--- config.mk ---
export PLATFORM = sky130hd
export DESIGN_NAME = fifo_4w2r
export DESIGN_NICKNAME = d
export VERILOG_FILES = /design/src/verilog/fifo_data_pkg.sv /design/src/verilog/fifo_level_pkg.sv /design/src/verilog/fifo_4w2r.sv /design/src/verilog/fifo_bank.sv /design/src/verilog/fifo_status.sv /design/src/verilog/pop_rotator.sv /design/src/verilog/push_rotator.sv
export VERILOG_INCLUDE_DIRS = /design/src /design/src/verilog
export SDC_FILE = /design/constraint.sdc
export NUM_CORES = 1
export LEC_CHECK = 0
export BUFFER_PORTS_ARGS = -buffer_cell sky130_fd_sc_hd__buf_2
export CORE_MARGIN = 2
export CORE_UTILIZATION = 56
export CTS_CLUSTER_DIAMETER = 100
export CTS_CLUSTER_SIZE = 14
export DETAILED_ROUTE_END_ITERATION = 10
export GPL_TIMING_DRIVEN = 1
export PLACE_DENSITY = 0.75
export SLEW_MARGIN = 10
export SYNTH_ARGS = -nofsm -noshare
export SYNTH_HDL_FRONTEND = slang
export SYNTH_SLANG_ARGS = --single-unit
--- constraint.sdc ---
create_clock -name clk -period 3.85 [get_ports clk]
set_input_delay 0.385 -clock clk [delete_from_list [all_inputs] [get_ports clk]]
set_output_delay 0.385 -clock clk [all_outputs]
set_load 0.005 [all_outputs]
--- src/verilog/fifo_params.svh ---
`ifndef FIFO_PARAMS_SVH
`define FIFO_PARAMS_SVH

// Width of one entry
`define FIFO_DWIDTH 32

// Storage is split into interleaved banks
`define FIFO_BANKS 4
`define FIFO_BANK_DEPTH 4

// Lanes per clock on each side
`define FIFO_PUSH_LANES 4
`define FIFO_POP_LANES 2

`endif

--- src/verilog/fifo_data_pkg.sv ---
`include "fifo_params.svh"

package fifo_data_pkg;

  // One stored entry
  typedef logic [`FIFO_DWIDTH-1:0] data_t;

  // Selects one of the banks
  typedef logic [$clog2(`FIFO_BANKS)-1:0] bank_sel_t;

  // Lane enables with lane 0 the oldest
  typedef logic [`FIFO_PUSH_LANES-1:0] push_lanes_t;
  typedef logic [`FIFO_POP_LANES-1:0] pop_lanes_t;

endpackage

--- src/verilog/fifo_level_pkg.sv ---
`include "fifo_params.svh"

package fifo_level_pkg;

  // Occupancy of a single bank from 0 up to the full depth
  typedef logic [$clog2(`FIFO_BANK_DEPTH+1)-1:0] bank_level_t;

  // Occupancy or free space of the whole FIFO
  typedef logic [$clog2(`FIFO_BANKS*`FIFO_BANK_DEPTH+1)-1:0] fifo_level_t;

endpackage

--- src/verilog/fifo_4w2r.sv ---
`timescale 1ns/1ps
`include "fifo_params.svh"

module fifo_4w2r
  import fifo_data_pkg::*, fifo_level_pkg::*;
(
  input  logic        clk,
  input  logic        reset,
  input  logic        push0,
  input  logic        push1,
  input  logic        push2,
  input  logic        push3,
  input  data_t       in_data0,
  input  data_t       in_data1,
  input  data_t       in_data2,
  input  data_t       in_data3,
  input  logic        pop0,
  input  logic        pop1,
  output data_t       out_data0,
  output data_t       out_data1,
  output logic        full,
  output logic        empty,
  output logic        half_full,
  output fifo_level_t room,
  output fifo_level_t avail
);

  logic [`FIFO_BANKS-1:0] bank_push;
  logic [`FIFO_BANKS-1:0] bank_pop;
  data_t                  bank_in_data [`FIFO_BANKS];
  data_t                  bank_out_data [`FIFO_BANKS];
  bank_level_t            bank_level [`FIFO_BANKS];

  push_rotator u_push_rotator (
    .clk          (clk),
    .reset        (reset),
    .push0        (push0),
    .push1        (push1),
    .push2        (push2),
    .push3        (push3),
    .in_data0     (in_data0),
    .in_data1     (in_data1),
    .in_data2     (in_data2),
    .in_data3     (in_data3),
    .bank_push    (bank_push),
    .bank_in_data (bank_in_data)
  );

  // Bank k holds entries k, k+4, k+8 ... relative to the start
  fifo_bank bank0 (
    .clk (clk), .reset (reset), .push (bank_push[0]), .in_data (bank_in_data[0]),
    .pop (bank_pop[0]), .out_data (bank_out_data[0]), .level (bank_level[0])
  );
  fifo_bank bank1 (
    .clk (clk), .reset (reset), .push (bank_push[1]), .in_data (bank_in_data[1]),
    .pop (bank_pop[1]), .out_data (bank_out_data[1]), .level (bank_level[1])
  );
  fifo_bank bank2 (
    .clk (clk), .reset (reset), .push (bank_push[2]), .in_data (bank_in_data[2]),
    .pop (bank_pop[2]), .out_data (bank_out_data[2]), .level (bank_level[2])
  );
  fifo_bank bank3 (
    .clk (clk), .reset (reset), .push (bank_push[3]), .in_data (bank_in_data[3]),
    .pop (bank_pop[3]), .out_data (bank_out_data[3]), .level (bank_level[3])
  );

  pop_rotator u_pop_rotator (
    .clk           (clk),
    .reset         (reset),
    .pop0          (pop0),
    .pop1          (pop1),
    .bank_out_data (bank_out_data),
    .bank_pop      (bank_pop),
    .out_data0     (out_data0),
    .out_data1     (out_data1)
  );

  fifo_status u_status (
    .level0    (bank_level[0]),
    .level1    (bank_level[1]),
    .level2    (bank_level[2]),
    .level3    (bank_level[3]),
    .full      (full),
    .empty     (empty),
    .half_full (half_full),
    .room      (room),
    .avail     (avail)
  );

endmodule

--- src/verilog/fifo_bank.sv ---
`timescale 1ns/1ps
`include "fifo_params.svh"

module fifo_bank
  import fifo_data_pkg::*, fifo_level_pkg::*;
(
  input  logic        clk,
  input  logic        reset,
  input  logic        push,
  input  data_t       in_data,
  input  logic        pop,
  output data_t       out_data,
  output bank_level_t level
);

  localparam int PTR_W = $clog2(`FIFO_BANK_DEPTH);

  data_t             mem [`FIFO_BANK_DEPTH];
  logic [PTR_W-1:0]  wr_ptr;
  logic [PTR_W-1:0]  rd_ptr;

  // Storage written at the tail
  always_ff @(posedge clk) begin
    if (push) begin
      mem[wr_ptr] <= in_data;
    end
  end

  always_ff @(posedge clk) begin
    if (reset) begin
      wr_ptr <= '0;
      rd_ptr <= '0;
      level  <= '0;
    end else begin
      if (push) begin
        wr_ptr <= wr_ptr + 1'b1;
      end
      if (pop) begin
        rd_ptr <= rd_ptr + 1'b1;
      end
      case ({push, pop})
        2'b10: level <= level + 1'b1;
        2'b01: level <= level - 1'b1;
        default: level <= level;
      endcase
    end
  end

  // Head is visible without a read cycle
  assign out_data = mem[rd_ptr];

  // A full bank only takes a new entry while its head leaves
  a_no_overflow: assert property (
    @(posedge clk) disable iff (reset)
    (push && level == bank_level_t'(`FIFO_BANK_DEPTH)) |-> pop
  ) else $error("fifo_bank: push into full bank");

  // Pop only when something is stored
  a_no_underflow: assert property (
    @(posedge clk) disable iff (reset)
    pop |-> level != '0
  ) else $error("fifo_bank: pop from empty bank");

endmodule

--- src/verilog/fifo_status.sv ---
`timescale 1ns/1ps
`include "fifo_params.svh"

module fifo_status
  import fifo_level_pkg::*;
(
  input  bank_level_t level0,
  input  bank_level_t level1,
  input  bank_level_t level2,
  input  bank_level_t level3,
  output logic        full,
  output logic        empty,
  output logic        half_full,
  output fifo_level_t room,
  output fifo_level_t avail
);

  localparam int DEPTH = `FIFO_BANKS * `FIFO_BANK_DEPTH;

  // Whole FIFO occupancy from the four banks
  assign avail = fifo_level_t'(level0) + fifo_level_t'(level1)
               + fifo_level_t'(level2) + fifo_level_t'(level3);

  assign room = fifo_level_t'(DEPTH) - avail;

  assign full      = (avail == fifo_level_t'(DEPTH));
  assign empty     = (avail == '0);
  assign half_full = (avail >= fifo_level_t'(DEPTH / 2));

endmodule

--- src/verilog/pop_rotator.sv ---
`timescale 1ns/1ps
`include "fifo_params.svh"

module pop_rotator
  import fifo_data_pkg::*;
(
  input  logic                   clk,
  input  logic                   reset,
  input  logic                   pop0,
  input  logic                   pop1,
  input  data_t                  bank_out_data [`FIFO_BANKS],
  output logic [`FIFO_BANKS-1:0] bank_pop,
  output data_t                  out_data0,
  output data_t                  out_data1
);

  bank_sel_t  start;
  pop_lanes_t pops;
  logic [1:0] pop_cnt;

  assign pops = {pop1, pop0};
  assign pop_cnt = 2'(pop0) + 2'(pop1);

  // Only the start bank and the one after it can be popped
  always_comb begin
    bank_sel_t lane;
    for (int b = 0; b < `FIFO_BANKS; b++) begin
      lane = bank_sel_t'(b) - start;
      bank_pop[b] = (lane < `FIFO_POP_LANES) && pops[lane[0]];
    end
  end

  // Oldest entry sits in the start bank
  assign out_data0 = bank_out_data[start];
  assign out_data1 = bank_out_data[bank_sel_t'(start + 1'b1)];

  always_ff @(posedge clk) begin
    if (reset) begin
      start <= '0;
    end else begin
      start <= start + bank_sel_t'(pop_cnt);
    end
  end

  // Second lane never pops on its own
  a_pop_order: assert property (
    @(posedge clk) disable iff (reset)
    pop1 |-> pop0
  ) else $error("pop_rotator: pop1 without pop0");

endmodule

--- src/verilog/push_rotator.sv ---
`timescale 1ns/1ps
`include "fifo_params.svh"

module push_rotator
  import fifo_data_pkg::*;
(
  input  logic                   clk,
  input  logic                   reset,
  input  logic                   push0,
  input  logic                   push1,
  input  logic                   push2,
  input  logic                   push3,
  input  data_t                  in_data0,
  input  data_t                  in_data1,
  input  data_t                  in_data2,
  input  data_t                  in_data3,
  output logic [`FIFO_BANKS-1:0] bank_push,
  output data_t                  bank_in_data [`FIFO_BANKS]
);

  bank_sel_t   start;
  push_lanes_t lanes;
  data_t       lane_data [`FIFO_PUSH_LANES];
  logic [2:0]  push_cnt;

  assign lanes = {push3, push2, push1, push0};
  assign lane_data[0] = in_data0;
  assign lane_data[1] = in_data1;
  assign lane_data[2] = in_data2;
  assign lane_data[3] = in_data3;

  assign push_cnt = 3'(push0) + 3'(push1) + 3'(push2) + 3'(push3);

  // Bank b takes lane (b - start) mod 4
  always_comb begin
    bank_sel_t lane;
    for (int b = 0; b < `FIFO_BANKS; b++) begin
      lane = bank_sel_t'(b) - start;
      bank_push[b] = lanes[lane];
      bank_in_data[b] = lane_data[lane];
    end
  end

  // Next new entry lands after the ones written now
  always_ff @(posedge clk) begin
    if (reset) begin
      start <= '0;
    end else begin
      start <= start + bank_sel_t'(push_cnt);
    end
  end

  // Only none, 0, 0-1, 0-2 or 0-3 are legal
  a_push_contiguous: assert property (
    @(posedge clk) disable iff (reset)
    ((lanes + 1'b1) & lanes) == '0
  ) else $error("push_rotator: push lanes not contiguous from lane 0");

endmodule
* Word level (Yosys, flattened, before mapping) *
Memories as Yosys holds them, arrays and structs flattened. A register that Yosys moved wholly into a read port is not among the register bits.
Index checks and enable logic that the tools add are counted.

cells by class
  reduce and logical (&&, ||, !) cells = 9
  multiplexer cells = 54
  magnitude comparators = 19
  bitwise gates (word level) = 6
  add/subtract/negate cells = 35
  eq/ne operators = 9

operator list
  operator             count
  $bmux 32 s2          6
  $mux 32              12
  $pmux 3 s2           4
  $mux 1               20
  $add 2x1->2 const B  9
  $ge 3x3->1 const B   6
  $not 2->3            6
  $mux 2               8
  $add 3x1->3 const B  4
  $lt 2x3->1 const B   4
  $sub 3x1->3 const B  4
  $add 5x3->5          2
  $bmux 1 s2           4
  $eq 2x1->1 const B   4
  $eq 2x2->1 const B   4
  $lt 1x2->1 const B   4
  $lt 2x2->1 const B   4
  $reduce_bool 2->1    4
  $sub 1x2->2 const A  4
  $sub 2x2->2 const A  4
  $eq 5x5->1 const B   1
  $ge 5x4->1 const B   1
  $logic_not 5->1      1
  $sub 5x5->5 const A  1
  other kinds (5)      11

storage, ports and cells
  memories kept = 4
  input bits = 136
  word-level logic and storage cells = 150
  bits in registers = 32
  output and inout bits = 77
  RAM bits = 512

memories
  name       depth  width  rd ports  clocked after Yosys merged registers in  wr ports  RTL line         text
  bank0.mem  4      32     1         1                                        1         fifo_bank.sv:18  data_t mem [`FIFO_BANK_DEPTH];
  bank1.mem  4      32     1         1                                        1         fifo_bank.sv:18
  bank2.mem  4      32     1         1                                        1         fifo_bank.sv:18
  bank3.mem  4      32     1         1                                        1         fifo_bank.sv:18

* Longest topological paths before layout *
Gate-level depths: netlist of run 1.

  depth after elaboration = 6
  mapped depth = 10
  gate-level depth less buffers = 10

* Hierarchy *
Synthesis of run 1 repeated with hierarchy kept, for this count alone.

second synthesis, totals
  cells, all modules = 1145
  area, all modules = 25663.4 µm²

modules (own cells, without submodules)
  module                 sequential area each (µm²)  instances  cells each  area an instance (µm²)
  fifo_bank (bank0 ...)  4023.9                      3          208         5071.1
  fifo_bank (bank2)      4023.9                      1          212         5081.1
  push_rotator           40.0                        1          169         3310.7
  pop_rotator            40.0                        1          96          1690.4
  fifo_status            0.0                         1          44          367.9

* Worst setup path after synthesis of run 1 *
No wires, ideal clock.

  path type = reg-to-output
  start point = reg bank0.level[0]
  end point = out room[4]
  data required time = 3465 ps
  setup slack = 524 ps
  arrival = 2941 ps
  path buffers = 0
  cell stages (with the launch flop) = 11
  cells stage by stage = dfxtp_1 -> ha_1 -> fa_1 -> xnor2_1 -> fa_1 -> inv_1 -> fa_1 -> xor2_1 -> nor3b_1 -> ha_1 -> inv_1

on the way
  cells in the longest elaborated chain, start to end = 4

RTL lines
  item                       RTL line           text
  from (decl)                fifo_bank.sv:13    output bank_level_t level
  from (signal assigned)     fifo_bank.sv:42    2'b10: level <= level + 1'b1;
  from (signal assigned)     fifo_bank.sv:43    2'b01: level <= level - 1'b1;
  from (signal assigned)     fifo_bank.sv:44    default: level <= level;
  $add 3x3->4                fifo_status.sv:21  assign avail = fifo_level_t'(level0) + fifo_level_t'(level1)
  $add 5x3->5 (2 in series)  fifo_status.sv:22  + fifo_level_t'(level2) + fifo_level_t'(level3);
  named net avail[3]         fifo_4w2r.sv:25    output fifo_level_t avail
  $sub 5x5->5                fifo_status.sv:24  assign room = fifo_level_t'(DEPTH) - avail;
  to (decl)                  fifo_4w2r.sv:24    output fifo_level_t room,

The timed path passes the listed nets, and every way through them passes these cells.

* Final worst setup path of run 1 *
  start point = reg bank1.level[0]
  end point = out room[4]

on the way
  cells in the longest elaborated chain, start to end = 4

RTL lines
  item                       RTL line
  from (decl)                fifo_bank.sv:13
  from (signal assigned)     fifo_bank.sv:42
  from (signal assigned)     fifo_bank.sv:43
  from (signal assigned)     fifo_bank.sv:44
  $add 3x3->4                fifo_status.sv:21
  $add 5x3->5 (2 in series)  fifo_status.sv:22
  $sub 5x5->5                fifo_status.sv:24

Every way passes these cells.

==> results_dict.tcl, run 1 <==
set metrics [dict create \
    drive_gt1_frac 0.376 \
    weighted_congestion_reported_at_the_end_of_routability_driven_placement 0.798 \
    gr-total-overflow 0 \
    number_of_synthesized_flops_with_an_enable_pin 512 \
    ir_worst_vdd_mv 1.19 \
    critPathKind "flip-flop to output port" \
    first_iter_violations 1649 \
    hold_violations 0 \
    tritoncts_clock_tree "yes" \
    numCtsBuffers 45 \
    clk_root_buffer_cell "clkbuf_16" \
    hpwlAfterDp_um 40000 \
    crit_fanout 2 \
    final_routed_wirelength_across_all_metal_layers_um 63300 \
    timing.critical_path.slowest_cell_delay_ns 0.52 \
    fmax_mhz 262 \
    synth_sequential_area_ratio 0.639 \
    grt_first_pass_wirelength_um 91700 \
    die_y_um 217 \
    cp.buffers_inverters 2 \
    drc 0 \
    min_period_ns 3.82 \
    htreeDepth 2 \
    clk-insertion-delay-late_ns 0.58 \
    setup_viol 0 \
    cts_num_sinks 552 \
    ys.flop_type "edfxtp_1" \
    grt_pass1_vias 14700 \
    io_pins 213 \
    ys_warn_count 0 \
    path_common_cell "fa_2" \
    drtPass1Iterations 5 \
    coreArea_mm2 0.0444 \
    timing.critical_path.from_type "flip-flop" \
    cap_violations 0 \
    postSynthCellCount 1340 \
    vias 14400 \
    hp-class "input port to flip-flop" \
    placement_rows 77 \
    port_buffers 212 \
    post_drt_via_cell_ratio 6.69 \
    post-route-period-util 0.992 \
    grt_max_degree 129 \
    tightestPinTransition_ns 0.976 \
    synth_cell_types 37 \
    worst_path_max_delay_cell "fa_2" \
    drv_slew 0 \
    final_net_count 1723 \
    crit_arrival_ns 3.43 \
    syn_to_final_growth_pct 11.4 \
    outcome "finished clean" \
    power.density_cell_area_mw_per_mm2 719 \
    grt_setup_unrepaired "true" \
    timing.critical_path.max_delay_family "adder cells" \
    die-area_mm2 0.0469 \
    initial_utilization 0.570 \
    wl_per_cell_um 29.4 \
    worstSetupEndpointType "output port" \
    clk_transition_reported_paths_ns 0.07 \
    fp.dieW_um 217 \
    p_total_mw 20.3 \
    cp.required_ns 3.46 \
    postSynth.asyncResetShare 0 \
    finalClockSkew_ns 0.0181 \
    synth_area_mm2 0.0253 \
    fin_worst_hold_slack_ns 0.250 \
    track_usage 0.272 \
    clockBufferDepth 3 \
    timing.critical_path.cells "ha_4 -> fa_2 -> fa_1 -> ha_2 -> fa_2 -> xor2_4 -> nor3b_2 -> ha_1 -> inv_1 -> buf_2" \
    antenna_found_initial 14 \
    p_leak_nw 9.23 \
    synth_seq_cells 552 \
    postSynthAreaPerCell_um2 18.9 \
    synth.net_count 1517 \
    max_slew_margin 0.347 \
    antenna_viol_nets_final 0 \
]
cells by family after synthesis:
family | share of synthesized area
flops | 0.639
mux | 0.230
compound gates | 0.0507
buf+inv | 0.0321
simple gates | 0.0161
fa+ha+maj | 0.0238
xor+xnor | 0.00899
cell type report:
| type | count | area [um^2] |
|---|---|---|
| diodes | 6 | 15.0 |
| clock buffers | 53 | 1160 |
| clock inverters | 3 | 26.3 |
| fillers | 3050 | 16200 |
| inverters | 37 | 139 |
| multi-input cells | 655 | 8420 |
| flip-flops and latches | 552 | 16200 |
| well taps | 592 | 741 |
| repair buffers | 255 | 1500 |
per-stage QoR:
stage                     setup slack, ns  cell area, um^2   util  TNS [ns]  std cells
final                              0.0318            28200  0.635         0       2153
after global routing              -0.0763            28200  0.635   -0.0889       2148
after CTS                         0.00675            28200  0.634         0       2147
after detailed placement            0.260            26900  0.606         0       2087
after global placement              0.368            26900  0.606         0       2087
after floorplan                     0.524            25300      -         0       1340
per-layer routing:
metal,track usage,vias up,share of wire,wire [um]
li1,-,5979,-,-
met1,0.344,7397,0.36,22600
met2,0.452,846,0.49,31200
met3,0.0734,149,0.11,6900
met4,0.104,22,0.039,2460
met5,0,-,0.0022,138
registers in the layout, indices dropped and copies added (netlist names), named ones only:
name	count
bank0.mem	128
bank1.mem	128
bank2.mem	128
bank3.mem	128
bank0.level	3
bank1.level	3
bank2.level	3
bank3.level	3
bank0.rd_ptr	2
bank0.wr_ptr	2
bank1.rd_ptr	2
bank1.wr_ptr	2
bank2.rd_ptr	2
bank2.wr_ptr	2
bank3.rd_ptr	2
bank3.wr_ptr	2
u_pop_rotator.start	2
u_push_rotator.start	2
where the power goes:
group | internal [mW] | switching (mW)
Sequential | 8.53 | 0.449
Combinational | 3.03 | 4.18
Clock | 2.10 | 1.98
worst reg2reg max path: stages (launching register included):
cell and delay (ns):
dfxtp_2 0.77, and3b_1 0.26, or2_2 0.15, ha_1 0.18
inv_1 0.07, fa_1 0.43, xor2_1 0.16, or3_1 0.30
a21oi_1 0.13
synthesized netlist by cell type (3+ instances only):
cell,number,area share
buf_2,26,0.0051
inv_1,37,0.0055
mux4_2,224,0.20
dfxtp_1,40,0.032
buf_4,28,0.0083
mux2i_1,65,0.026
mux4_1,4,0.0042
a21oi_1,65,0.013
a22oi_1,32,0.0095
nor3b_1,5,0.0015
and2_1,17,0.0042
fa_1,12,0.0095
xnor2_1,12,0.0042
a21oi_2,12,0.0042
o21ai_1,32,0.0063
or3_1,4,0.00099
nand2b_1,3,0.00074
ha_1,29,0.014
nor2_1,40,0.0059
o21ai_0,6,0.0012
or2_2,3,0.00074
clkbuf_1,27,0.0040
o22ai_1,64,0.016
xor2_1,14,0.0048
a21o_1,3,0.00089
edfxtp_1,512,0.61
buf_12,7,0.0055
buf_6,5,0.0022
placed cells by master, fill, tap and decap left out, types with 3 or more instances in the layout:
cell / netlist / final
edfxtp_1: 512 / 512
xor2_1: 14 / 13
or2_2: 3 / 3
mux4_2: 224 / 224
a22oi_1: 32 / 32
buf_4: 28 / 34
o21ai_1: 32 / 32
a21o_1: 3 / 3
inv_6: 0 / 3
buf_2: 26 / 212
nor2_1: 40 / 39
mux2i_1: 65 / 65
clkbuf_16: 0 / 45
mux4_1: 4 / 4
nand2b_1: 3 / 3
inv_1: 37 / 35
buf_12: 7 / 9
clkbuf_1: 27 / 8
or3_1: 4 / 4
diode_2: 0 / 6
dfxtp_4: 0 / 3
o21ai_0: 6 / 6
ha_1: 29 / 26
dfxtp_1: 40 / 28
a21oi_2: 12 / 12
dfxtp_2: 0 / 9
nor3b_1: 5 / 4
a21oi_1: 65 / 65
fa_1: 12 / 10
and2_2: 0 / 16
o22ai_1: 64 / 64
xnor2_1: 12 / 11
path summary, 6_finish.rpt:
| path | slack [ns] | start | cells past startpoint | endpoint |
|---|---|---|---|---|
| min | 0.25 | pop1 | 4 | u_pop_rotator.start[0] |
| min reg2reg | 0.50 | bank1.level[2] | 2 | bank1.level[2] |
| max | 0.03 | bank1.level[0] | 10 | room[4] |
| max reg2reg | 1.33 | u_pop_rotator.start[1] | 8 | bank2.level[2] |
timing repair:
| item | in CTS | in global routing |
|---|---|---|
| pin swaps | 7 | 5 |
| hold buffers | 0 | 0 |
| setup endpoints to repair | 4 | 2 |
| buffers inserted | 4 | 0 |
| resized for setup | 9 | 5 |
Note: power is estimated with default switching activity, not from simulation.
==> run 2: changes to the inputs <==
--- a/config.mk
+++ b/config.mk
@@ -14,5 +14,5 @@
 export DETAILED_ROUTE_END_ITERATION = 10
 export GPL_TIMING_DRIVEN = 1
-export PLACE_DENSITY = 0.75
+export PLACE_DENSITY_LB_ADDON = 0.15
 export SLEW_MARGIN = 10
 export SYNTH_ARGS = -nofsm -noshare
==> constraint.sdc (replaced) <==
create_clock -name clk -period 3.85 [get_ports clk]
set_input_delay 0.385 -clock clk [delete_from_list [all_inputs] [get_ports clk]]
set_output_delay 0.385 -clock clk [all_outputs]
set_load 0.01 [all_outputs]
==> run 2 against run 1 <==
Combinational power increased by 4.2%; highest routed layer unchanged; cell count up 0.46%; die area did not move; critical path type unchanged.
==> results_dict.tcl, run 2 (synthesized netlist as in run 1, its figures left out) <==
set metrics [dict create \
    outcome "finished clean" \
    max_slew_margin 0.190 \
    wl_per_cell_um 30.2 \
    timing.critical_path.cells "ha_4 -> fa_2 -> fa_1 -> ha_2 -> fa_2 -> xor2_4 -> nor3b_2 -> ha_1 -> inv_1 -> buf_2" \
    grt_max_degree 129 \
    ctsHoldBuffers 0 \
    hold_path_depth 3 \
    p_leak_nw 9.23 \
    placement_rows 77 \
    fmax_mhz 261 \
    tritoncts_clock_tree "yes" \
    worst-r2r-setup-slack_ns 1.35 \
    drv_slew 0 \
    vias 14400 \
    final_net_count 1720 \
    crit_arrival_ns 3.45 \
    antenna_viol_nets_final 0 \
    p_total_mw 20.7 \
    io_pins 213 \
    dp_cells 2083 \
    timing.hold.worst_endpoint "u_push_rotator.start[0]" \
    timing.critical_path.from_type "flip-flop" \
    fp.dieW_um 217 \
    clk_root_buffer_cell "clkbuf_16" \
    worstSetupEndpointType "output port" \
    cp.buffers_inverters 2 \
    post_drt_via_cell_ratio 6.66 \
    setup_tns_ns 0 \
    htreeDepth 2 \
    post-route-period-util 0.996 \
    hold_violations 0 \
    die-area_mm2 0.0469 \
    crit_fanout 2 \
    coreArea_mm2 0.0444 \
    drtPass1Iterations 5 \
    hpwlAfterDp_um 42800 \
    cp.required_ns 3.46 \
    drive_gt1_frac 0.375 \
    place_worst_setup_slack_ns 0.227 \
    grt_setup_unrepaired "true" \
    rr_endpoint "bank3.level[2]" \
    power.density_cell_area_mw_per_mm2 732 \
    tightestPinTransition_ns 1.22 \
    timing.critical_path.slowest_cell_delay_ns 0.55 \
    grt_first_pass_wirelength_um 94800 \
    clockBufferDepth 3 \
    setup_viol 0 \
    layout_setup_ws_ns 0.0145 \
    min_period_ns 3.84 \
    die_y_um 217 \
    cap_violations 0 \
    multi_input_comb_area_mm2 0.00842 \
    final-seq-area_mm2 0.0162 \
    track_usage 0.284 \
    numCtsBuffers 45 \
    final_common_cell "edfxtp_1" \
    final_routed_wirelength_across_all_metal_layers_um 65300 \
    worst_path_max_delay_cell "fa_2" \
    commonest_cells_after_routing_fill_and_taps_aside "edfxtp_1, mux4_2, buf_2" \
    clk-insertion-delay-late_ns 0.58 \
    initial_utilization 0.570 \
    gr-total-overflow 0 \
    fillcell_total 3085 \
    grt_pass1_vias 14300 \
    port_buffers 212 \
    antenna_found_initial 21 \
    first_iter_violations 1236 \
    cts_num_sinks 552 \
    ir_worst_vdd_mv 1.16 \
    finalClockSkew_ns 0.0111 \
    drc 0 \
    hp-class "input port to flip-flop" \
    timing.critical_path.max_delay_family "adder cells" \
    weighted_congestion_reported_at_the_end_of_routability_driven_placement 0.833 \
    critPathKind "flip-flop to output port" \
    path_common_cell "fa_2" \
    clk_transition_reported_paths_ns 0.07 \
    crit-reg2reg-launch "u_push_rotator.start[0]" \
    min-delay-start "push2" \
    syn_to_final_growth_pct 11.6 \
    timing.reg2reg.worst_path_depth 8 \
    fin_cells 2163 \
]
==> run 2: how the worst max path moves through the flow <==
stage                   start  endpoint  slack [ns]  depth (start not counted)
2_1_floorplan  bank0.level[0]   room[4]        0.47                         10
3_3_place_gp   bank0.level[0]   room[4]        0.34                         11
3_5_place_dp   bank0.level[0]   room[4]        0.23                         10
4_1_cts        bank1.level[0]   room[4]       -0.04                         10
5_1_grt        bank0.level[0]   room[4]       -0.12                         10
6_report       bank0.level[0]   room[4]        0.01                         10
==> run 2: stage by stage <==
step           cell area (um^2)   util  hold WS, ns
6_report                  28200  0.636        0.248
3_3_place_gp              26900  0.605        0.471
3_5_place_dp              26900  0.605        0.487
2_1_floorplan             25300      -        0.458
4_1_cts                   28200  0.634        0.241
5_1_grt                   28200  0.635        0.281
==> run 2: layout make-up <==
cell class / instances / area share
clock inverters: 2 / 0.000620
flip-flops and latches: 552 / 0.573
clock buffers: 55 / 0.0427
diodes: 18 / 0.00159
multi-input cells: 655 / 0.298
repair buffers: 252 / 0.0524
inverters: 37 / 0.00492
well taps: 592 / 0.0262
==> run 2: power breakdown <==
group | total, mW | switching (mW) | internal [mW] | leakage, nW
Sequential | 8.99 | 0.449 | 8.54 | 5.04
Combinational | 7.51 | 4.47 | 3.04 | 3.59
Clock | 4.19 | 2.01 | 2.18 | 0.598
Total | 20.7 | 6.93 | 13.8 | 9.23
==> run 2: tightest hold or removal path: stages <==
cell	delay (ns)
buf_2	0.14
fa_1	0.17
nor2b_1	0.11
==> run 2: repair_timing <==
action	4_1_cts	5_1_grt
gates resized for setup	9	7
buffers inserted	2	3
endpoints found under the setup margin	4	3
pin swaps	8	8
endpoints found under the hold margin	0	0
==> run 2: layer usage <==
| layer | routed length (um) | vias to the layer above | GRT usage |
|---|---|---|---|
| met1 | 25100 | 7571 | 0.380 |
| li1 | - | 5966 | - |
| met3 | 6030 | 132 | 0.0653 |
| met4 | 2530 | 14 | 0.109 |
| met2 | 31600 | 723 | 0.460 |
| met5 | 96 | - | 0.0115 |
